**src/iccm_pkg.sv**
```systemverilog
// Sizes are fixed for a 1 KiB ICCM in four banks and the check bits are carried but never computed
`default_nettype none

package iccm_pkg;

   //*********************************************************************
   // Geometry
   //*********************************************************************
   localparam int ICCM_BITS  = 10;            // Byte address width
   localparam int NUM_BANKS  = 4;
   localparam int BANK_HI    = 3;             // Bank select is bits 3..2
   localparam int INDEX_LO   = 4;             // Row index starts above the bank bits
   localparam int INDEX_BITS = 6;             // 64 rows per bank
   localparam int WORD_W     = 39;            // 32 data + 7 check
   localparam int DATA_W     = 32;
   localparam int RED_ROWS   = 2;             // Spare rows for hard faults

   localparam logic [2:0] SIZE_DW = 3'b011;   // Double word write

   //*********************************************************************
   // Types
   //*********************************************************************
   typedef logic [ICCM_BITS-1:1] iccm_addr_t; // Halfword address
   typedef logic [ICCM_BITS-1:2] word_addr_t; // Word address
   typedef logic [WORD_W-1:0]    bank_word_t;

   typedef struct packed {
      logic                 wren;
      logic                 rden;
      iccm_addr_t           rw_addr;
      logic [2:0]           wr_size;
      bank_word_t [1:0]     wr_data;          // Lane 1 on top
   } iccm_req_t;

   typedef struct packed {
      logic                  en;
      logic                  we;
      logic [INDEX_BITS-1:0] index;
      bank_word_t            wdata;
   } bank_req_t;

   // Which bank read gets replaced by which spare row
   typedef struct packed {
      logic [NUM_BANKS-1:0] sel0;
      logic [NUM_BANKS-1:0] sel1;
   } red_sel_t;

   //*********************************************************************
   // Helpers
   //*********************************************************************
   function automatic word_addr_t word_addr(input iccm_addr_t a);
      return a[ICCM_BITS-1:2];
   endfunction

   // One bit per bank, set for the bank holding this address
   function automatic logic [NUM_BANKS-1:0] bank_onehot(input iccm_addr_t a);
      logic [NUM_BANKS-1:0] oh;
      oh = '0;
      oh[a[BANK_HI:2]] = 1'b1;
      return oh;
   endfunction

   function automatic logic is_dw(input logic [2:0] size);
      return size[1:0] == SIZE_DW[1:0];      // Upper size bit ignored
   endfunction

endpackage

`default_nettype wire

```
**src/iccm_bank_decode.sv**
```systemverilog
// Expects word-aligned writes and splatted lanes for word writes since even banks take lane 0
`timescale 1ns/1ps
`default_nettype none

module iccm_bank_decode (
   input  wire iccm_pkg::iccm_req_t                        req,
   output iccm_pkg::iccm_addr_t                            inc_addr,   // Second word of the pair
   output iccm_pkg::bank_req_t [iccm_pkg::NUM_BANKS-1:0]   bank_req
);

   logic [1:0]                     addr_incr;
   logic [iccm_pkg::NUM_BANKS-1:0] lo_hit;    // Bank of rw_addr
   logic [iccm_pkg::NUM_BANKS-1:0] hi_hit;    // Bank of inc_addr
   logic                           access;

   //*********************************************************************
   // Next address
   //*********************************************************************
   // Two halfwords on from a DW write, else one halfword
   assign addr_incr = iccm_pkg::is_dw(req.wr_size) ? 2'b10 : 2'b01;
   assign inc_addr  = req.rw_addr + iccm_pkg::iccm_addr_t'(addr_incr);

   assign lo_hit = iccm_pkg::bank_onehot(req.rw_addr);
   assign hi_hit = iccm_pkg::bank_onehot(inc_addr);
   assign access = req.wren | req.rden;

   //*********************************************************************
   // Per bank request
   //*********************************************************************
   for (genvar i = 0; i < iccm_pkg::NUM_BANKS; i++) begin : g_bank
      logic use_inc;

      // Row from inc_addr only when this bank is just the upper one
      // so a pair wrapping from bank 3 lands on the next row of bank 0
      assign use_inc = hi_hit[i] & ~lo_hit[i];

      assign bank_req[i].en    = access & (lo_hit[i] | hi_hit[i]);
      assign bank_req[i].we    = req.wren & (lo_hit[i] | hi_hit[i]);
      assign bank_req[i].index = use_inc ?
                                 inc_addr[iccm_pkg::INDEX_LO +: iccm_pkg::INDEX_BITS] :
                                 req.rw_addr[iccm_pkg::INDEX_LO +: iccm_pkg::INDEX_BITS];
      assign bank_req[i].wdata = req.wr_data[i % 2];   // Even banks lane 0, odd lane 1
   end

   //*********************************************************************
   // Checks
   //*********************************************************************
   // A DW write starting mid-word would split across three banks
   always_comb begin
      if (req.wren && iccm_pkg::is_dw(req.wr_size)) begin
         assert (!req.rw_addr[1])
            else $error("iccm_bank_decode DW write not word aligned");
      end
   end

endmodule

`default_nettype wire

```
**config.mk**
```make
export PLATFORM = sky130hd
export DESIGN_NAME = iccm_bank_decode
export DESIGN_NICKNAME = d
export VERILOG_FILES = /design/src/iccm_pkg.sv /design/src/iccm_bank_decode.sv
export SDC_FILE = /design/constraint.sdc
export NUM_CORES = 1
export LEC_CHECK = 0
export ABC_AREA = 1
export BUFFER_PORTS_ARGS = -buffer_cell sky130_fd_sc_hd__clkbuf_2
export CORE_AREA = 8 8 105 107
export DETAILED_ROUTE_END_ITERATION = 8
export DIE_AREA = 0 0 113 115
export PLACE_DENSITY_LB_ADDON = 0.3
export SYNTH_ARGS = -nofsm -noshare
export SYNTH_HDL_FRONTEND = slang
export SYNTH_SLANG_ARGS = --single-unit
```
**constraint.sdc**
```tcl
create_clock -name vclk -period 3.55
set_input_delay 0.1775 -clock vclk [all_inputs]
set_output_delay 0.1775 -clock vclk [all_outputs]
set_load 0.005 [all_outputs]
```
Word-level counts from Yosys, hierarchy flattened
Index checks and enable logic that the tools add are counted.
Storage, ports and cells
  output and inout port bits: 197
  input port bits: 92
  flip-flop bits (word level): 0
  word-level logic and storage cells: 38
Cells by class
  bitwise logic cells: 21
  muxes and demuxes: 9
  add/subtract/negate cells: 1
  reduce and logical (&&, ||, !) cells: 2
  $lt $le $gt $ge: 4
  eq/ne operators: 1
Operators with widths (number)
  $mux 6: 4
  $and 1x1->1: 12
  $add 9x2->9: 1
  $lt 2x3->1 const B: 2
  $or 1x1->1: 5
  $demux 1 s2: 2
  $ge 2x1->1 const B: 2
  $not 1->1: 4
  $eq 2x2->1 const B: 1
  $logic_and 1x1->1: 2
  $mux 1: 2
  $mux 2: 1

Longest topological paths before layout
  depth after elaboration: 9
  mapped depth: 10
  gate-level depth less buffers: 10

Least setup slack after synthesis
OpenSTA, ideal clock, no wires.
  kind: input -> output
  from: input port req[78] (netlist name)
  to: output port bank_req[41] (netlist name)
  stages: 9
  path buffers: 0
  arrival: 1.501 ns
  data required time: 3.372 ns
  setup slack: 1.871 ns
  cells stage by stage: nand2_1 -> ha_1 -> fa_1 -> inv_1 -> nand3_1 -> nor2_4 -> inv_2 -> nand2_1 -> nand2_1
RTL lines
  start, declared: line iccm_bank_decode.sv:6  | input wire iccm_pkg::iccm_req_t req,
  end, declared: line iccm_bank_decode.sv:8  | output iccm_pkg::bank_req_t [iccm_pkg::NUM_BANKS-1:0] bank_req

==> impl_metrics.yaml <==
floorplanning:
  dieArea_um2: 13000
  die_h_um: 115
  start_util_pct: 19.67
  die_w_um: 113
  io_pins: 289
  rows: 36
  core_um2: 9459
worst_setup_path:
  critPathCaptureType: "output port"
  slowest_stage: "fa_1"
  crit_chain: "clkbuf_2 -> nand2_1 -> ha_1 -> fa_1 -> nand2_1 -> nand3_1 -> nor2_4 -> inv_2 -> nand2_1 -> nand2_1 -> clkbuf_2"
  required_ns: 3.37
  crit_cells: 11
  critPathMaxStageDelay_ns: 0.46
  worstSetupPathType: "input port to output port"
  cp_common_cell: "nand2_1"
  arrival_ns: 1.90
  cp-startpoint: "req[79]"
  worst-path-buf-inv: 3
  worst-path-max-fanout: 8
  cp-start-kind: "input port"
  crit_family: "simple AND/OR/NAND/NOR gates"
finish:
  nFlopsAndLatches: 0
  nClkBuffers: 0
  final_nets: 288
  fin_cells: 305
  seqCellArea_um2: 0
  syn_to_final_growth_pct: -42.84
  final_layout_size_suffix_gt1_share_pct: 37.17
  insertedDiodeCount: 0
synthesis:
  mappedNetlistArea_um2: 1861
  synth_nets: 396
  synth_warnings: 0
  synth_area_leader_cell: "buf_4"
  yosysMostFrequentCell: "buf_4"
  yosysSeqAreaShare_pct: 0
  syn_area_per_cell_um2: 6.181
  synth_cell_types: 21
  syn_inst: 301
  netlist.area_leader.share_pct: 62.95
  synthTopCellsByCount: "buf_4, nand2_1, inv_1"
  yosys-top-cells-area: "buf_4, nand2_1, inv_1, nand3_1, nor2_1"
clocking:
  cts_hold_buf: 0
  cts-resized-gates: 0
  post-cts-setup-buffers: 0
routing:
  first_pass_iters: 4
  drt_iter0_drc: 38
  vias: 1142
  routedWlPerCell_um: 15.05
  drcViolationCount: 0
  vias_per_cell: 3.744
  ant_nets: 0
  totalWireLength_um: 4589
outcome:
  outcome: "finished, final reports clean"
global_routing:
  grt_overflow: 0
  grt_pass1_wl_um: 6713
  antenna_found_initial: 0
  grt_max_degree: 12
  grt_pass1_vias: 1183
  track_usage_pct: 6.540
power_and_ir_drop:
  p_leak_nw: 0.6382
  powerDensity_nw_per_um2: 176.4
  ir_drop_mv: 0.02357
sta:
  rsz0062_at_grt: "false"
  hold_viol_final: 0
  final.min_clock_period_ns: 2.077
  tightest_slew_ns: 0.2863
  period_share_pct: 58.50
  slew_headroom_pct: 80.90
  tns_ns: 0
  fmaxAchievable_mhz: 481.5
  drv_slew: 0
  setup_violations: 0
placed_design:
  placed_cells_incl_taps: 305
  hpwl_um: 4068
  place_congestion: 0.7436
  portBuffers: 54
flow_run:
  drv_cap: 0
min_path:
  hold_class: "input port to output port"
  whs_path_depth: 0
  hp-start: "req[7]"
[per-stage QoR]
stage	util [%]	worst slack, ns	power, W	instance area, um^2	hold WS [ns]
floorplan	-	1.871	0.0002467	1861	0.4327
global placement	11.24	1.425	0.0001961	1064	0.3551
detailed placement	11.24	1.422	0.0001968	1064	0.3551
CTS	11.24	1.416	0.0001973	1064	0.3551
global route	11.24	1.268	0.0002172	1064	0.3550
finish	11.24	1.473	0.0001876	1064	0.3550
[cell type report]
cell class / count / area, um^2
Multi-Input combinational cell: 116 / 571.8
Timing Repair Buffer: 54 / 270.3
Tap cell: 114 / 142.6
Inverter: 21 / 78.83
Fill cell: 1141 / 8396
[path summary, 6_finish.rpt]
| kind | endpoint | slack, ns |
|---|---|---|
| min | bank_req[101] | 0.36 |
| max | bank_req[88] | 1.47 |
[logic make-up (layout without fill, tap and decap cells)]
group,count (synthesis),after routing,share of synthesized area [%]
AO/OA/AOI/OAI,7,7,1.883
buffers and inverters,185,75,69.27
AND/OR/NAND/NOR,105,105,25.96
adder cells (fa/ha/maj),3,3,2.421
XOR/XNOR,1,1,0.4708
[power by group]
part	switching [W]	total, W	leakage, nW	internal (W)
Sequential	0	0	0	0
Clock	0	0	0	0
Combinational	0.000116	0.000188	0.638	0.0000715
Total	0.000116	0.000188	0.638	0.0000715
[per-layer routing]
metal / global-route usage [%] / share of wire (%) / up-vias
li1: - / - / 527
met1: 5.281 / 29 / 461
met2: 10.60 / 45 / 97
met3: 4.149 / 17 / 57
met4: 6.661 / 9.8 / 0
met5: 0 / 0 / -
[placed cells by master (no fill, tap or decap)]
master and n:
nand3_2 1, nand3_1 12, inv_2 3, xor2_1 1
o21ai_0 5, nand2_4 1, nand2_1 62, inv_1 18
o21ai_1 2, fa_1 1, nor2_1 14, nand3b_1 2
nor2_4 4, ha_1 2, and2_1 1, nor2_2 2
nand2_2 6, clkbuf_2 54
Note: power is estimated with default switching activity, not from simulation.
