## config.mk

```make
export PLATFORM = sky130hd
export DESIGN_NAME = iccm_redundancy
export DESIGN_NICKNAME = d
export VERILOG_FILES = /design/src/iccm_pkg.sv /design/src/iccm_redundancy.sv
export SDC_FILE = /design/constraint.sdc
export NUM_CORES = 1
export LEC_CHECK = 0
export BUFFER_PORTS_ARGS = -buffer_cell sky130_fd_sc_hd__buf_4
export CAP_MARGIN = 0
export CELL_PAD_IN_SITES_DETAIL_PLACEMENT = 1
export CELL_PAD_IN_SITES_GLOBAL_PLACEMENT = 1
export CORE_AREA = 2 2 162 164
export CTS_BUF_LIST = sky130_fd_sc_hd__clkbuf_8 sky130_fd_sc_hd__clkbuf_16
export DETAILED_ROUTE_END_ITERATION = 12
export DIE_AREA = 0 0 164 166
export PLACE_DENSITY = 0.83
export SYNTH_ARGS = -nofsm -noshare
export SYNTH_HDL_FRONTEND = slang
export SYNTH_SLANG_ARGS = --single-unit
```

## constraint.sdc

```tcl
create_clock -name clk -period 2.6 [get_ports clk]
set_input_delay 0.65 -clock clk [delete_from_list [all_inputs] [get_ports clk]]
set_output_delay 0.65 -clock clk [all_outputs]
set_load 0.02 [all_outputs]
```

## src/iccm_pkg.sv

```systemverilog
// Sizes are fixed for a 1 KiB ICCM in four banks and the check bits are carried but never computed
`default_nettype none

package iccm_pkg;

   //*********************************************************************
   // Geometry
   //*********************************************************************
   localparam int ICCM_BITS  = 10;            // Byte address width
   localparam int NUM_BANKS  = 4;
   localparam int BANK_HI    = 3;             // Bank select is bits 3..2
   localparam int INDEX_LO   = 4;             // Row index starts above the bank bits
   localparam int INDEX_BITS = 6;             // 64 rows per bank
   localparam int WORD_W     = 39;            // 32 data + 7 check
   localparam int DATA_W     = 32;
   localparam int RED_ROWS   = 2;             // Spare rows for hard faults

   localparam logic [2:0] SIZE_DW = 3'b011;   // Double word write

   //*********************************************************************
   // Types
   //*********************************************************************
   typedef logic [ICCM_BITS-1:1] iccm_addr_t; // Halfword address
   typedef logic [ICCM_BITS-1:2] word_addr_t; // Word address
   typedef logic [WORD_W-1:0]    bank_word_t;

   typedef struct packed {
      logic                 wren;
      logic                 rden;
      iccm_addr_t           rw_addr;
      logic [2:0]           wr_size;
      bank_word_t [1:0]     wr_data;          // Lane 1 on top
   } iccm_req_t;

   typedef struct packed {
      logic                  en;
      logic                  we;
      logic [INDEX_BITS-1:0] index;
      bank_word_t            wdata;
   } bank_req_t;

   // Which bank read gets replaced by which spare row
   typedef struct packed {
      logic [NUM_BANKS-1:0] sel0;
      logic [NUM_BANKS-1:0] sel1;
   } red_sel_t;

   //*********************************************************************
   // Helpers
   //*********************************************************************
   function automatic word_addr_t word_addr(input iccm_addr_t a);
      return a[ICCM_BITS-1:2];
   endfunction

   // One bit per bank, set for the bank holding this address
   function automatic logic [NUM_BANKS-1:0] bank_onehot(input iccm_addr_t a);
      logic [NUM_BANKS-1:0] oh;
      oh = '0;
      oh[a[BANK_HI:2]] = 1'b1;
      return oh;
   endfunction

   function automatic logic is_dw(input logic [2:0] size);
      return size[1:0] == SIZE_DW[1:0];      // Upper size bit ignored
   endfunction

endpackage

`default_nettype wire

```

## src/iccm_redundancy.sv

```systemverilog
// Two spare rows replaced by LRU on each correction strobe and never loaded twice with one address
`timescale 1ns/1ps
`default_nettype none

module iccm_redundancy (
   input  wire logic                                        clk,
   input  wire logic                                        rst_n,
   input  wire iccm_pkg::iccm_req_t                         req,
   input  wire iccm_pkg::iccm_addr_t                        inc_addr,
   input  wire logic                                        buf_correct_ecc,  // Capture strobe
   input  wire iccm_pkg::bank_word_t [iccm_pkg::NUM_BANKS-1:0] bank_dout,
   output iccm_pkg::bank_word_t [iccm_pkg::NUM_BANKS-1:0]   dout_fn           // After substitution
);

   // Spare row state
   iccm_pkg::word_addr_t [iccm_pkg::RED_ROWS-1:0] red_addr;
   iccm_pkg::bank_word_t [iccm_pkg::RED_ROWS-1:0] red_data;
   logic [iccm_pkg::RED_ROWS-1:0]                 red_valid;
   logic                                          lru;       // Row to fill next

   logic [iccm_pkg::RED_ROWS-1:0][iccm_pkg::NUM_BANKS-1:0] row_hit;
   logic [iccm_pkg::NUM_BANKS-1:0] lo_hit;
   logic [iccm_pkg::NUM_BANKS-1:0] hi_hit;
   iccm_pkg::word_addr_t           lo_wa;
   iccm_pkg::word_addr_t           hi_wa;
   iccm_pkg::red_sel_t             sel;
   iccm_pkg::red_sel_t             sel_q;

   assign lo_wa  = iccm_pkg::word_addr(req.rw_addr);
   assign hi_wa  = iccm_pkg::word_addr(inc_addr);
   assign lo_hit = iccm_pkg::bank_onehot(req.rw_addr);
   assign hi_hit = iccm_pkg::bank_onehot(inc_addr);

   //*********************************************************************
   // Spare rows
   //*********************************************************************
   for (genvar r = 0; r < iccm_pkg::RED_ROWS; r++) begin : g_row
      logic               cap_en;   // Correction into this row
      logic               upd_en;   // Write hitting this row
      iccm_pkg::bank_word_t data_in;

      assign cap_en = buf_correct_ecc & (lru == 1'(r));
      assign upd_en = red_valid[r] & req.wren &
                      ((lo_wa == red_addr[r]) |
                       (iccm_pkg::is_dw(req.wr_size) &
                        (lo_wa[iccm_pkg::ICCM_BITS-1:3] == red_addr[r][iccm_pkg::ICCM_BITS-1:3])));

      // Lane picked by the incoming address on capture, else by the row's own bit 2
      assign data_in = cap_en ? req.wr_data[req.rw_addr[2]] : req.wr_data[red_addr[r][2]];

      always_ff @(posedge clk or negedge rst_n) begin
         if (!rst_n) begin
            red_valid[r] <= 1'b0;
         end
         else if (cap_en) begin
            red_valid[r] <= 1'b1;
         end
      end

      always_ff @(posedge clk) begin
         if (cap_en) red_addr[r] <= lo_wa;
         if (cap_en | upd_en) red_data[r] <= data_in;
      end

      // Banks whose read this row replaces
      assign row_hit[r] = {iccm_pkg::NUM_BANKS{red_valid[r]}} &
                          ((lo_hit & {iccm_pkg::NUM_BANKS{lo_wa == red_addr[r]}}) |
                           (hi_hit & {iccm_pkg::NUM_BANKS{hi_wa == red_addr[r]}}));
   end

   always_ff @(posedge clk or negedge rst_n) begin
      if (!rst_n) begin
         lru <= 1'b0;
      end
      else if (buf_correct_ecc) begin
         lru <= ~lru;                  // Alternate between rows
      end
   end

   //*********************************************************************
   // Read substitution
   //*********************************************************************
   assign sel.sel0 = row_hit[0];
   assign sel.sel1 = row_hit[1];

   // Held with the bank output until the next read
   always_ff @(posedge clk or negedge rst_n) begin
      if (!rst_n) begin
         sel_q <= '0;
      end
      else if (req.rden) begin
         sel_q <= sel;
      end
   end

   for (genvar i = 0; i < iccm_pkg::NUM_BANKS; i++) begin : g_mux
      assign dout_fn[i] = sel_q.sel1[i] ? red_data[1] :
                          sel_q.sel0[i] ? red_data[0] :
                                          bank_dout[i];
   end

   //*********************************************************************
   // Checks
   //*********************************************************************
   a_no_cap_on_read : assert property (@(posedge clk) disable iff (!rst_n)
      !(buf_correct_ecc && req.rden))
      else $error("Correction strobe during a read");

   // Both rows holding one word means a repeated capture
   a_one_row_per_bank : assert property (@(posedge clk) disable iff (!rst_n)
      (sel_q.sel0 & sel_q.sel1) == '0)
      else $error("Two spare rows selected for one bank");

endmodule

`default_nettype wire
```

== Word-level counts from Yosys, hierarchy flattened ==
Index checks and enable logic that the tools add are counted.
Storage, ports and cells
  bits of input ports: 260
  output and inout bits: 156
  word-level logic and storage cells: 66
  register bits after elaboration: 105
Operators by class
  multiplexer cells: 20
  bitwise operators: 21
  equal/unequal tests: 7
  reduce and logical (&&, ||, !) cells: 2
  magnitude comparators: 7
Operators by type and width (number)
  two-way mux 39 bit: 16
  == test 8 bit: 4
  bitwise AND 4 bit: 6
  == test 7 bit: 2
  bitwise AND 1 bit: 8
  OR 4 bit: 2
  < comparator 1 x 2 -> 1 bit, second input constant: 3
  < comparator 2 x 3 -> 1 bit, second input constant: 2
  demux 1 bit (select 2 bit): 2
  greater-or-equal comparator 2 x 1 -> 1 bit, second input constant: 2
  OR 1 bit: 4
  == test 2 bit, second input constant: 1
  logical AND 1 bit: 2
  two-way mux 1 bit: 2
  inverter 1 bit: 1

== Longest topological paths before layout ==
  word-level depth: 7
  gate-level depth with buffers: 5
  mapped depth without buffers: 4

== Worst setup path after synthesis ==
No wires, ideal clock.
  path kind: input-to-reg
  from: input req[83] (netlist name)
  to: register red_data[0] (netlist name) (enable)
  path buffers: 1
  required time: 2.203 ns
  cell stages on the path: 5
  data arrival time: 2.220 ns
  path slack: -0.016 ns
  library setup time: 0.397 ns
  path through: buf_6 -> xor2_1 -> nor4_4 -> nand3_1 -> nand2_1
On the way
  longest elaborated chain between the ends: 5
  elaborated cells on any way between the ends: 6
  classes of those cells: eq/ne: 2; bitwise: 4
Ends and longest elaborated chain
  start: declaration: line iccm_redundancy.sv:8  | input wire iccm_pkg::iccm_req_t req,
  == test 7 bit: line iccm_redundancy.sv:46  | (lo_wa[iccm_pkg::ICCM_BITS-1:3] == red_addr[r][iccm_pkg::ICCM_BITS-1:3])));
  bitwise AND 1 bit: line iccm_redundancy.sv:45  | (iccm_pkg::is_dw(req.wr_size) &
  OR 1 bit *: line iccm_redundancy.sv:44  | ((lo_wa == red_addr[r]) |
  bitwise AND 1 bit *: line iccm_redundancy.sv:43  | assign upd_en = red_valid[r] & req.wren &
  OR 1 bit *: line iccm_redundancy.sv:62  | if (cap_en | upd_en) red_data[r] <= data_in;
  end signal: indexed assignment: line iccm_redundancy.sv:62
  end: declaration: line iccm_redundancy.sv:17  | iccm_pkg::bank_word_t [iccm_pkg::RED_ROWS-1:0] red_data;
Every way passes the cells marked *; elsewhere a longest branch is shown, timed or not.
A chain may end at the register's enable or synchronous reset.

==> run metrics <==
kind of critical path=register to output pin; critical path, cell by cell=buf_12, nand2_1, o21ai_0, buf_4; largest cells by area after synthesis=edfxtp_1, mux2i_1, o21ai_0; Max-Cap Viols=0; endpoints failing setup=0; Final Cycle Share=92.9%; die area=27200 µm²; drt pass-1 iters=5; largest family of logic cells by synthesized area=multiplexers; CTS Buffer Depth=2; Final nets=1460; status=completed; worst path buffer plus inverter count=2; RR Startpoint=red_addr[8]$_DFFE_PP_; IO Port Bufs=412; post-synthesis compound-gate area fraction=11.1%; antenna violations before repair=0; vias in the first global route=8525; EDFF count, synth=94; WP data required=1.95 ns; grt ovf=0; worst ir drop on vdd=0.304 mV; Die Width=164 µm; CP top delay family=flip-flops; area fraction of the dominant cell type after synthesis=35.0%; main flop type after synthesis=edfxtp_1; initial core utilization=31.4%; routed vias=8032; Hold Buf Count CTS=0; Yosys Warn Count=0; Critical Path AT=1.77 ns; Slew Limit Fails=0; P&R area growth vs syn=48.1%; global-route wire length before repair=49100 µm; RD Place Congestion=0.818; RSZ-0062 raised after global routing=no; number of routed nets with antenna violations=0; Seq/Total Area, Yosys=38.5%; Detailed Route Iter0 Violations=402; CTS tree=yes; cell taking the most area after synthesis=edfxtp_1; worst-path maximum fanout=28; post-DP HPWL=25100 µm; Synth Area in Adders=0%; largest net degree at the start of global routing=48; clk_skew=0.0133 ns; clock tree root buffer cell=clkbuf_16; vias per cell=5.22; I/O Pins=416; Placed Instance Area=11600 µm²; H-tree Lvls=3; diode count=0; top post-synthesis cells by count=nand2_1, mux2i_1, o21ai_0, edfxtp_1, clkbuf_1; mux contribution to synthesized area=31.5%; Tmin final=2.42 ns; Setup TNS=0 ns; ratio of cells with drive above 1 in the final layout=43.9%; Final Hold Viols=0; pwr dens=505 nW/µm²; post-CTS sizing=0; Netlist Area Pre-Place=8060 µm²; Lkg Pwr=4.51 nW; DRC viols=0; core box area=25600 µm²; final WL=33000 µm; post-synthesis xor/xnor area fraction=3.37%; synthesized flop and latch total=105; Syn Area/Cell=9.81 µm²; asr flop ratio synth=10.5%; CP peak stage delay=0.80 ns; Cell Rows=59; worst skew pair latency=0.35 ns; Post-Synth Simple-Gate Area=11.2%; synth unique cells=39; Die Y=166 µm; Mapped Cells=821; crit path launch type=register; top-count cell post-synth=nand2_1; CTS sink cnt=105; post-DR wirelength/cell=21.4 µm; Num CTS Buffers=9; Syn Nets=1081; Crit. End Element=output pin; Finished Cell Area=11900 µm²; CP max stage cell=dfrtp_2; worst hold path type=input pin to asynchronous set/reset pin; clock-pin slew on the worst setup and hold paths=0.08 ns; CP startpoint=sel_q[3]$_DFFE_PN0P_; all-layer global routing usage=23.5%; Worst-Margin Slew=0.671 ns; Max Fclk=414 MHz; Post-CTS Setup Bufs=0; max_slew headroom=55.3%
==> sequential cells by signal, summed over array words and instances (netlist names) <==
name       count
lru            1
red_addr      16
red_data      78
red_valid      2
sel_q          8
==> area by class of cell <==
cell class,count,area [µm²]
repair buffers,437,3460
multi-input cells,643,4630
inverters,4,15.0
flip-flops and latches,105,3110
fillers,2935,13700
clock buffers,9,225
clock inverters,7,76.3
well taps,335,419
==> report_power, final <==
part	switching, mW	leakage, nW	internal (mW)
Sequential	0.357	1.01	2.31
Clock	0.661	0.144	0.755
Combinational	0.979	3.36	0.967
Total	2.00	4.51	4.03
==> worst reg2reg max path, cell delays in order (launching register included) <==
cell,delay [ns]
edfxtp_1,0.55
xor2_1,0.24
nor4_1,0.59
nand4_1,0.20
o211ai_1,0.14
==> final timing paths <==
| kind | cells past startpoint | slack, ns | endpoint |
|---|---|---|---|
| max | 4 | 0.18 | dout_fn[137] |
| min | 1 | 0.13 | lru$_DFFE_PN0P_ |
| max reg2reg | 4 | 0.77 | sel_q[0]$_DFFE_PN0P_ |
| min reg2reg | 1 | 0.51 | lru$_DFFE_PN0P_ |
| max in group asynchronous | 1 | 2.28 | sel_q[3]$_DFFE_PN0P_ |
| min in group clk | 1 | 0.51 | red_addr[14]$_DFFE_PP_ |
==> cell families after synthesis <==
family | count (synthesis)
buffers and inverters | 73
muxes | 236
AOI/OAI and AO/OA | 170
DFF | 105
and+or+nand+nor | 206
xor gates and xnor gates | 31
==> metrics by stage <==
| stage | setup slack [ns] | util, % | power, mW | cells | hold WS (ns) |
|---|---|---|---|---|---|
| after floorplan | 0.0126 | - | 3.66 | 821 | 0.354 |
| after global placement | 0.421 | 45.4 | 4.58 | 1524 | 0.497 |
| after detailed placement | 0.419 | 45.4 | 4.66 | 1524 | 0.504 |
| after CTS | 0.176 | 46.6 | 6.09 | 1540 | 0.117 |
| after global routing | 0.0727 | 46.6 | 6.31 | 1540 | 0.121 |
| final | 0.184 | 46.6 | 6.02 | 1540 | 0.127 |
==> layer usage <==
metal | routed length (µm) | vias up | GRT usage (%)
met4 | 1010 | 0 | 7.70
li1 | - | 3734 | -
met2 | 16700 | 316 | 42.5
met5 | 0 | - | 0
met3 | 1950 | 68 | 4.07
met1 | 13300 | 3914 | 28.0
==> placed cells by master, fill, tap and decap left out, types with 3 or more instances in the layout <==
cell | Yosys | layout
dfrtp_1 | 11 | 3
inv_1 | 4 | 4
buf_4 | 2 | 423
a32oi_1 | 4 | 4
edfxtp_1 | 94 | 94
nand4_1 | 3 | 3
xor2_1 | 31 | 31
mux2_1 | 20 | 20
o21ai_0 | 156 | 156
dfrtp_2 | 0 | 8
nand2_1 | 168 | 166
nand2_2 | 1 | 3
nand3_1 | 8 | 8
mux2_4 | 19 | 19
clkbuf_16 | 0 | 9
mux2_2 | 39 | 39
nor4_1 | 8 | 8
mux2i_1 | 156 | 156
buf_12 | 1 | 14
Power figures use the tool's default switching activity.
