==> config.mk <==
export PLATFORM = sky130hd
export DESIGN_NAME = iccm_read_align
export DESIGN_NICKNAME = d
export VERILOG_FILES = /design/src/iccm_pkg.sv /design/src/iccm_read_align.sv
export SDC_FILE = /design/constraint.sdc
export NUM_CORES = 1
export LEC_CHECK = 0
export BUFFER_PORTS_ARGS = -buffer_cell sky130_fd_sc_hd__buf_4
export CAP_MARGIN = 20
export CELL_PAD_IN_SITES_DETAIL_PLACEMENT = 0
export CELL_PAD_IN_SITES_GLOBAL_PLACEMENT = 2
export CORE_AREA = 2 2 157 159
export DETAILED_ROUTE_END_ITERATION = 10
export DIE_AREA = 0 0 159 161
export PLACE_DENSITY_LB_ADDON = 0.1
export SLEW_MARGIN = 25
export SYNTH_ARGS = -nofsm -noshare
export SYNTH_HDL_FRONTEND = slang
export SYNTH_SLANG_ARGS = --single-unit
==> constraint.sdc <==
create_clock -name clk -period 1.7 [get_ports clk]
set_input_delay 0.085 -clock clk [delete_from_list [all_inputs] [get_ports clk]]
set_output_delay 0.085 -clock clk [all_outputs]
set_load 0.05 [all_outputs]
==> src/iccm_pkg.sv <==
// Sizes are fixed for a 1 KiB ICCM in four banks and the check bits are carried but never computed
`default_nettype none

package iccm_pkg;

   //*********************************************************************
   // Geometry
   //*********************************************************************
   localparam int ICCM_BITS  = 10;            // Byte address width
   localparam int NUM_BANKS  = 4;
   localparam int BANK_HI    = 3;             // Bank select is bits 3..2
   localparam int INDEX_LO   = 4;             // Row index starts above the bank bits
   localparam int INDEX_BITS = 6;             // 64 rows per bank
   localparam int WORD_W     = 39;            // 32 data + 7 check
   localparam int DATA_W     = 32;
   localparam int RED_ROWS   = 2;             // Spare rows for hard faults

   localparam logic [2:0] SIZE_DW = 3'b011;   // Double word write

   //*********************************************************************
   // Types
   //*********************************************************************
   typedef logic [ICCM_BITS-1:1] iccm_addr_t; // Halfword address
   typedef logic [ICCM_BITS-1:2] word_addr_t; // Word address
   typedef logic [WORD_W-1:0]    bank_word_t;

   typedef struct packed {
      logic                 wren;
      logic                 rden;
      iccm_addr_t           rw_addr;
      logic [2:0]           wr_size;
      bank_word_t [1:0]     wr_data;          // Lane 1 on top
   } iccm_req_t;

   typedef struct packed {
      logic                  en;
      logic                  we;
      logic [INDEX_BITS-1:0] index;
      bank_word_t            wdata;
   } bank_req_t;

   // Which bank read gets replaced by which spare row
   typedef struct packed {
      logic [NUM_BANKS-1:0] sel0;
      logic [NUM_BANKS-1:0] sel1;
   } red_sel_t;

   //*********************************************************************
   // Helpers
   //*********************************************************************
   function automatic word_addr_t word_addr(input iccm_addr_t a);
      return a[ICCM_BITS-1:2];
   endfunction

   // One bit per bank, set for the bank holding this address
   function automatic logic [NUM_BANKS-1:0] bank_onehot(input iccm_addr_t a);
      logic [NUM_BANKS-1:0] oh;
      oh = '0;
      oh[a[BANK_HI:2]] = 1'b1;
      return oh;
   endfunction

   function automatic logic is_dw(input logic [2:0] size);
      return size[1:0] == SIZE_DW[1:0];      // Upper size bit ignored
   endfunction

endpackage

`default_nettype wire

==> src/iccm_read_align.sv <==
// Read result follows the bank outputs one cycle after rden and the upper halfword is zero when odd
`timescale 1ns/1ps
`default_nettype none

module iccm_read_align (
   input  wire logic                                          clk,
   input  wire logic                                          rst_n,
   input  wire iccm_pkg::iccm_req_t                           req,
   input  wire iccm_pkg::iccm_addr_t                          inc_addr,
   input  wire iccm_pkg::bank_word_t [iccm_pkg::NUM_BANKS-1:0] dout_fn,
   output logic [2*iccm_pkg::DATA_W-1:0]                      rd_data,
   output logic [2*iccm_pkg::WORD_W-1:0]                      rd_data_ecc
);

   logic [iccm_pkg::BANK_HI:1]    rd_lo_q;   // Bank and halfword of rw_addr
   logic [iccm_pkg::BANK_HI:2]    rd_hi_q;   // Bank of inc_addr
   iccm_pkg::bank_word_t          lo_word;
   iccm_pkg::bank_word_t          hi_word;
   logic [2*iccm_pkg::DATA_W-1:0] data_pre;

   //*********************************************************************
   // Address capture
   //*********************************************************************
   always_ff @(posedge clk or negedge rst_n) begin
      if (!rst_n) begin
         rd_lo_q <= '0;
         rd_hi_q <= '0;
      end
      else if (req.rden) begin
         rd_lo_q <= req.rw_addr[iccm_pkg::BANK_HI:1];
         rd_hi_q <= inc_addr[iccm_pkg::BANK_HI:2];
      end
   end

   //*********************************************************************
   // Word pick and halfword shift
   //*********************************************************************
   assign lo_word = dout_fn[rd_lo_q[iccm_pkg::BANK_HI:2]];
   assign hi_word = dout_fn[rd_hi_q];

   assign rd_data_ecc = {hi_word, lo_word};       // Raw pair, check bits kept
   assign data_pre    = {hi_word[iccm_pkg::DATA_W-1:0], lo_word[iccm_pkg::DATA_W-1:0]};

   // Odd halfword start drops the lowest 16 bits
   assign rd_data = rd_lo_q[1] ? {{(iccm_pkg::DATA_W/2){1'b0}},
                                  data_pre[2*iccm_pkg::DATA_W-1:iccm_pkg::DATA_W/2]} :
                                 data_pre;

endmodule

`default_nettype wire

**After elaboration in Yosys (flattened, before gate mapping)**

Index checks and enable logic that the tools add are counted.
Widths: inputs -> output; s select.

- Register bits: 5
- Input bits: 259
- Output and inout bits: 142
- Logic and storage cells: 9

- $lt $le $gt $ge: 2
- Mux-type cells: 5

Operators by type and width:

| kind | count |
|---|---|
| $bmux 39 s2 | 2 |
| $mux 39 | 2 |
| $mux 64 | 1 |
| $lt 2x3->1 const B | 2 |

**Depth between registers and ports, before layout**

Gate-level depths: netlist (run 1).

- Depth after elaboration: 3
- Mapped depth: 6
- Gate-level depth less buffers: 3

**Least setup slack after synthesis (run 1)**

Ideal clock, no wire load.

- Kind: register to output
- Start point: register rd_hi_q[2] in the netlist's numbering
- End point: output port rd_data[42] in the netlist's numbering
- Data arrival time: 2.243 ns
- Data required time: 1.615 ns
- Setup slack: -0.628 ns
- Cell stages (with the launch flop): 6
- Path buffers: 3
- Cells stage by stage: dfrtp_1 -> buf_4 -> buf_2 -> buf_2 -> nor3_1 -> a211oi_1

- Longest elaborated chain between the ends: 3

Ends and longest elaborated chain:

| what | RTL line | source |
|---|---|---|
| from (decl) | iccm_read_align.sv:16 | `logic [iccm_pkg::BANK_HI:2] rd_hi_q;` |
| from (signal assigned) | iccm_read_align.sv:31 | `rd_hi_q <= inc_addr[iccm_pkg::BANK_HI:2];` |
| $bmux 39 s2 | iccm_read_align.sv:39 | `assign hi_word = dout_fn[rd_hi_q];` |
| $mux 39 (implied by the code) | iccm_read_align.sv:39 |  |
| $mux 64 | iccm_read_align.sv:45 | `assign rd_data = rd_lo_q[1] ? {{(iccm_pkg::DATA_W/2){1'b0}},` |
| to (decl) | iccm_read_align.sv:11 | `output logic [2*iccm_pkg::DATA_W-1:0] rd_data,` |

Every way passes these cells. The select of a mux whose other input is x is not followed.

**Final worst setup path (run 1)**

- Start point: register rd_hi_q[3] in the netlist's numbering
- End point: output port rd_data[33] in the netlist's numbering

Same word-level chain as after synthesis.

==> flow_summary.json, run 1 <==
{
  "post-route-cell-area_um2": 10300,
  "final.setup.worst_slack_ps": -365,
  "vias": 5033,
  "worst_skew_pair.late_latency_ps": 230,
  "wp_data_required_ps": 1620,
  "grt_start_max_net_pins": 36,
  "worst_ir_drop_vdd_uv": 394,
  "io_buffers": 305,
  "relSlewSlack": 0.588,
  "setup.worst_path.class": "register to output pin",
  "achievable-frequency_ghz": 0.484,
  "failed_checks": "setup timing",
  "final-max-slew-violation-count": 0,
  "power.net_switching_uw": 4250,
  "cts.path.max_buffers": 2,
  "power_density_nw_per_um2": 800,
  "wire_per_inst_um": 21.7,
  "layout-drive-gt1-share": 0.957,
  "grt_setup_unrepaired": "true",
  "flop_and_latch_count_out_of_synthesis": 5,
  "cts.root.buffer_cell": "clkbuf_16",
  "timing.final.setup_violations": 136,
  "hpwlAfterDp_um": 17300,
  "core_area_um2": 24000,
  "yosys.cell_types.count": 23,
  "hold_path.class": "primary input to register",
  "floorplan.die.width_um": 159,
  "detail_route.first_pass.iterations": 4,
  "grt_remaining_overflow": 0,
  "initial_antenna_violation_count": 0,
  "drc": 0,
  "post_synth_instance_area_um2": 3550,
  "htree_num_levels": 1,
  "final_hold_violation_count": 0,
  "drv.max_cap_violation_count": 0,
  "placer_congestion": 0.801,
  "cts_tree": "built",
  "die-area_um2": 25600,
  "cellLeakagePower_uw": 0.00431,
  "detailed_route_wire_length_um": 24100,
  "pin_count": 401,
  "layout.core_utilization": 0.432,
  "drt.antenna.violating_nets": 0,
  "postSynthCellCount": 364,
  "worst_ep_arrival_ps": 1980,
  "detail_route.iter0.violations": 135,
  "power_frac_clock": 0.047,
  "routed_via_density": 4.55,
  "placement_rows": 57,
  "final.min_clock_period_ps": 2060,
  "outcome": "complete, but fails checks",
  "critical_path.startpoint_type": "register",
  "area.growth.synth_to_final_pct": 191,
  "num_antenna_cells": 0,
  "cts_inserted_buffers": 3,
  "cellInternalPower_uw": 4020,
  "layout.nets": 1043,
  "seqPwrFrac": 0.021,
  "ys.warnings.count": 0,
  "cts_sinks": 5,
  "vias_in_the_first_global_route": 5531,
  "slew_worst_pin_ps": 617,
  "start_util": 0.148,
  "syn-mean-instance-area_um2": 9.76,
  "power.combinational.fraction": 0.932,
  "setup.worst_path.end_class": "output pin",
  "synth.net_count": 623,
  "power.switching_fraction": 0.514,
  "globalRouteTotalUtil": 0.175,
  "timing.final.crit_share": 1.21,
  "die_h_um": 161,
  "clock-skew-final_ps": 0,
  "detailed_place.area_um2": 7930,
  "wire_length_of_the_first_global_routing_pass_um": 34700,
  "crit_path_max_fanout": 19,
  "clk_pin_slew_worst_paths_ps": 40,
  "synth_sequential_area_ratio": 0.0352
}
worst max-delay path, cell delays in order (launching register included):
cell      delay (ps)
dfrtp_4          490
buf_12           160
buf_12           160
buf_4            150
mux2i_4          180
buf_4            150
a211oi_4         250
buf_6            190
repair_timing:
item | in CTS | in global routing
hold endpoints to repair | 5 | 0
resized for setup | 255 | 151
pin swaps | 3 | 4
setup buffers | 27 | 19
endpoints found under the setup margin | 138 | 142
hold buffers | 1 | 0
cloned | 9 | 6
worst paths after layout:
kind,startpoint,endpoint,slack [ps],cells past startpoint
worst max-delay path,rd_hi_q[3]$_DFFE_PN0P_,rd_data[33],-360,7
worst max register to register,rd_lo_q[3]$_DFFE_PN0P_,rd_lo_q[3]$_DFFE_PN0P_,310,4
worst min-delay path,inc_addr[2],rd_hi_q[3]$_DFFE_PN0P_,90,2
max in group asynchronous,rst_n,rd_lo_q[3]$_DFFE_PN0P_,1350,2
worst min register to register,rd_lo_q[1]$_DFFE_PN0P_,rd_lo_q[1]$_DFFE_PN0P_,1020,2
min in group asynchronous,rst_n,rd_hi_q[3]$_DFFE_PN0P_,220,2
power groups by stage:
stage	Combinational, µW	Sequential [µW]	Clock [µW]
CTS	7230	178	399
finish	7710	172	392
detailed placement	6170	169	0
global route	8000	175	409
floorplan	4130	137	0
global placement	6130	169	0
area by class of cell:
cell class,count,area (µm²)
tap,324,405
timing repair buffer,461,4850
fill,2330,13600
multi-input combinational,313,4860
sequential,5,144
clock buffer,4,78.8
per-layer routing:
layer	GRT usage	up-vias	part of all wire
met3	0.0334	10	0.051
met1	0.210	2533	0.41
li1	-	2323	-
met5	0	-	0
met2	0.335	167	0.53
met4	0.0182	0	0.0069
flip-flops by register name (all words and copies together), names as in the netlist:
name / flops
rd_hi_q: 2
rd_lo_q: 3
layout by cell type (no fill, tap or decap):
cell           count
buf_4            243
buf_6            139
mux2i_4           50
mux2_4            43
mux2_2            41
buf_8             40
mux4_2            30
buf_12            24
nor2b_4           17
a2bb2oi_2         16
nor2_1            13
o221ai_4          13
a211oi_4          12
a21oi_2            9
mux2i_2            9
nor3_2             9
buf_16             9
o22ai_1            8
clkbuf_16          8
o22ai_2            7
nor3_4             5
a21oi_4            5
mux2i_1            5
dfrtp_4            5
a211oi_2           4
nor2_2             3
o221ai_2           3
a21oi_1            2
nor3_1             2
mux2_1             1
nand2b_1           1
nand2_2            1
o22ai_4            1
or2b_4             1
or2_4              1
nor2b_2            1
clkbuf_1           1
dlygate4sd3_1      1
per-stage QoR:
step           hold WS, ps  power [µW]  setup slack, ps  setup TNS, ps  std cells
6_report              92.8        8270             -365         -28590       1107
5_1_grt                103        8590             -392         -34210       1107
3_3_place_gp          -108        6300             -260          -5480       1054
2_1_floorplan         -211        4270             -238          -6130        364
4_1_cts               91.9        7810             -366         -30060       1094
3_5_place_dp          -104        6340             -238          -3650       1055
synth_stat cells (all sizes together):
master   count  share of area
a211oi      16          0.034
a21oi       16          0.023
a2bb2oi     16          0.039
buf         30          0.064
clkbuf      16          0.017
dfrtp        5          0.035
mux2        85           0.27
mux2i       64           0.18
mux4        30           0.19
nand2        1         0.0011
nand2b       1         0.0018
nor2        16          0.017
nor2b       18          0.032
nor3        16          0.023
o221ai      16          0.039
o22ai       16          0.028
or2          1         0.0018
or2b         1         0.0021
logic make-up (layout without fill, tap and decap cells):
family	Yosys count	in the layout	share of synthesized area
flops	5	5	0.0352
buf+inv	46	465	0.0810
simple gates	54	54	0.0779
mux	179	179	0.642
compound gates	80	80	0.163
No activity file was read; power rests on OpenSTA's default activity.
==> run 2, diff against run 1 <==
--- a/config.mk
+++ b/config.mk
@@ -13,7 +13,7 @@
 export DETAILED_ROUTE_END_ITERATION = 10
 export DIE_AREA = 0 0 159 161
 export PLACE_DENSITY_LB_ADDON = 0.1
-export SLEW_MARGIN = 25
+export SLEW_MARGIN = 10
 export SYNTH_ARGS = -nofsm -noshare
 export SYNTH_HDL_FRONTEND = slang
 export SYNTH_SLANG_ARGS = --single-unit
==> constraint.sdc (replaced) <==
create_clock -name clk -period 1.95 [get_ports clk]
set_input_delay 0.0975 -clock clk [delete_from_list [all_inputs] [get_ports clk]]
set_output_delay 0.0975 -clock clk [all_outputs]
set_load 0.05 [all_outputs]
==> run 2 against run 1 <==
Against the previous run: the run still ends with setup timing left; power down 28%; global-route usage down 2.1 points; worst setup slack better by 280 ps; clock skew unchanged; sequential power down 4%; sequential share of layout area up 0.30 points; critical path depth down 2; design area down 21%; die area unchanged; non-clock buffer count down 78; clock power down 14%; largest power group unchanged; highest routed layer unchanged.
==> flow_summary.json, run 2 (synthesis results as in run 1) <==
{
  "outcome": "complete, but fails checks",
  "failed_checks": "setup timing",
  "vias_in_the_first_global_route": 4892,
  "wp_data_required_ps": 1850,
  "power.switching_fraction": 0.558,
  "detailed_route_wire_length_um": 22000,
  "setup-tns-final_ps": -1480,
  "crit_path_max_fanout": 17,
  "die_h_um": 161,
  "setup.worst_path.class": "register to output pin",
  "met3_usage": 0.0336,
  "layout.nets": 965,
  "final.setup.worst_slack_ps": -86.2,
  "max_flop_register": "rd_lo_q",
  "cts_inserted_buffers": 3,
  "worstHoldStart": "inc_addr[2]",
  "cellLeakagePower_uw": 0.00345,
  "detail_route.iter0.violations": 184,
  "power.net_switching_uw": 3310,
  "power.combinational.fraction": 0.916,
  "grt.busiest_layer": "met2",
  "layout.cells.most_common_list": "buf_4, buf_6, mux2_2, mux2i_4, mux2_4",
  "slew_worst_pin_ps": 451,
  "cts_tree": "built",
  "hold_path.class": "primary input to register",
  "critical_path.startpoint_type": "register",
  "drv.max_cap_violation_count": 0,
  "achievable-frequency_ghz": 0.491,
  "routed_via_density": 4.52,
  "pin_count": 401,
  "final_common_cell": "buf_4",
  "area.growth.synth_to_final_pct": 132,
  "drc": 0,
  "setup.worst_path.end_class": "output pin",
  "grt_start_max_net_pins": 31,
  "worst_ir_drop_vdd_uv": 287,
  "layout-drive-gt1-share": 0.904,
  "worst_skew_pair.late_latency_ps": 220,
  "wire_length_of_the_first_global_routing_pass_um": 31200,
  "hold-worst-slack_ps": 109,
  "cellInternalPower_uw": 2630,
  "clock-skew-final_ps": 0,
  "clk_pin_slew_worst_paths_ps": 30,
  "final_hold_violation_count": 0,
  "cts.root.buffer_cell": "clkbuf_16",
  "final.min_clock_period_ps": 2040,
  "initial_antenna_violation_count": 0,
  "timing.final.crit_share": 1.04,
  "hpwlAfterDp_um": 15800,
  "cts_sinks": 5,
  "drt.antenna.violating_nets": 0,
  "start_util": 0.148,
  "wire_per_inst_um": 21.3,
  "globalRouteTotalUtil": 0.154,
  "filler_cell_count": 2513,
  "post-route-cell-area_um2": 8220,
  "io_buffers": 305,
  "cts.path.max_buffers": 2,
  "detail_route.first_pass.iterations": 4,
  "vias": 4652,
  "grt_remaining_overflow": 0,
  "core_area_um2": 24000,
  "num_antenna_cells": 0,
  "dp_slack_ps": 129,
  "relSlewSlack": 0.699,
  "placement_rows": 57,
  "use_met1": 0.194,
  "grt_setup_unrepaired": "true",
  "overall_power_uw": 5940,
  "launching_element_of_the_worst_setup_path": "rd_hi_q[3]$_DFFE_PN0P_",
  "power_frac_clock": 0.057,
  "floorplan.die.width_um": 159,
  "seqPwrFrac": 0.028,
  "worst_ep_arrival_ps": 1940,
  "power_density_nw_per_um2": 722,
  "final-max-slew-violation-count": 0,
  "met2_usage": 0.280,
  "die-area_um2": 25600,
  "top_regs": "rd_lo_q: 3 flops, rd_hi_q: 2 flops",
  "htree_num_levels": 1,
  "worstReg2RegStart": "rd_hi_q[3]$_DFFE_PN0P_",
  "detailed_place.area_um2": 6580,
  "largest_reg_flops": 3,
  "timing.final.setup_violations": 37,
  "placer_congestion": 0.748
}
[run 2: changes by cell type in the layout (fill, tap and decap cells not counted), sizes merged]
cell,previous run,this run
buf,455,377
[run 2: layout make-up]
| class | count | area, µm² | area share |
|---|---|---|---|
| multi-input cells | 313 | 4170 | 0.507 |
| repair buffers | 383 | 3430 | 0.417 |
| well taps | 324 | 405 | 0.0493 |
| flip-flops and latches | 5 | 139 | 0.0169 |
| clock buffers | 4 | 78.8 | 0.00959 |
[run 2: critical path, stage by stage, from the launching register on]
cell,delay [ps]
dfrtp_4,510
buf_12,210
mux2_2,370
mux2_2,290
nor2b_2,160
buf_6,160
[run 2: final timing paths]
| path | to | cells after the start | slack (ps) |
|---|---|---|---|
| setup reg to reg | rd_hi_q[3]$_DFFE_PN0P_ | 4 | 560 |
| min in group asynchronous | rd_lo_q[2]$_DFFE_PN0P_ | 2 | 230 |
| setup / recovery | rd_data[52] | 5 | -90 |
| hold / removal | rd_hi_q[3]$_DFFE_PN0P_ | 2 | 110 |
| max in group asynchronous | rd_hi_q[2]$_DFFE_PN0P_ | 2 | 1590 |
| hold reg to reg | rd_lo_q[2]$_DFFE_PN0P_ | 3 | 910 |
[run 2: what timing repair did]
action | CTS | global route
gates resized for setup | 96 | 129
pin swaps | 1 | 6
gates cloned | 3 | 5
setup buffers | 14 | 22
endpoints found under the hold margin | 5 | 0
hold buffers | 1 | 0
endpoints found under the setup margin | 62 | 66
[run 2: through the flow]
step	cells	util
global route	1029	0.343
detailed placement	980	0.275
CTS	1002	0.305
finish	1029	0.343
floorplan	364	-
global placement	980	0.275
[run 2: power by group through the flow]
stage	registers, µW	clock network (µW)	logic, µW
6_report	165	336	5440
4_1_cts	153	342	5000
3_3_place_gp	149	0	4620
5_1_grt	169	353	5660
2_1_floorplan	120	0	3160
3_5_place_dp	150	0	4620
[run 2: layer usage]
metal / share of wire / up-vias
met2: 0.51 / 174
met3: 0.061 / 8
met4: 0.0053 / 0
met5: 0 / -
met1: 0.42 / 2301
li1: - / 2169
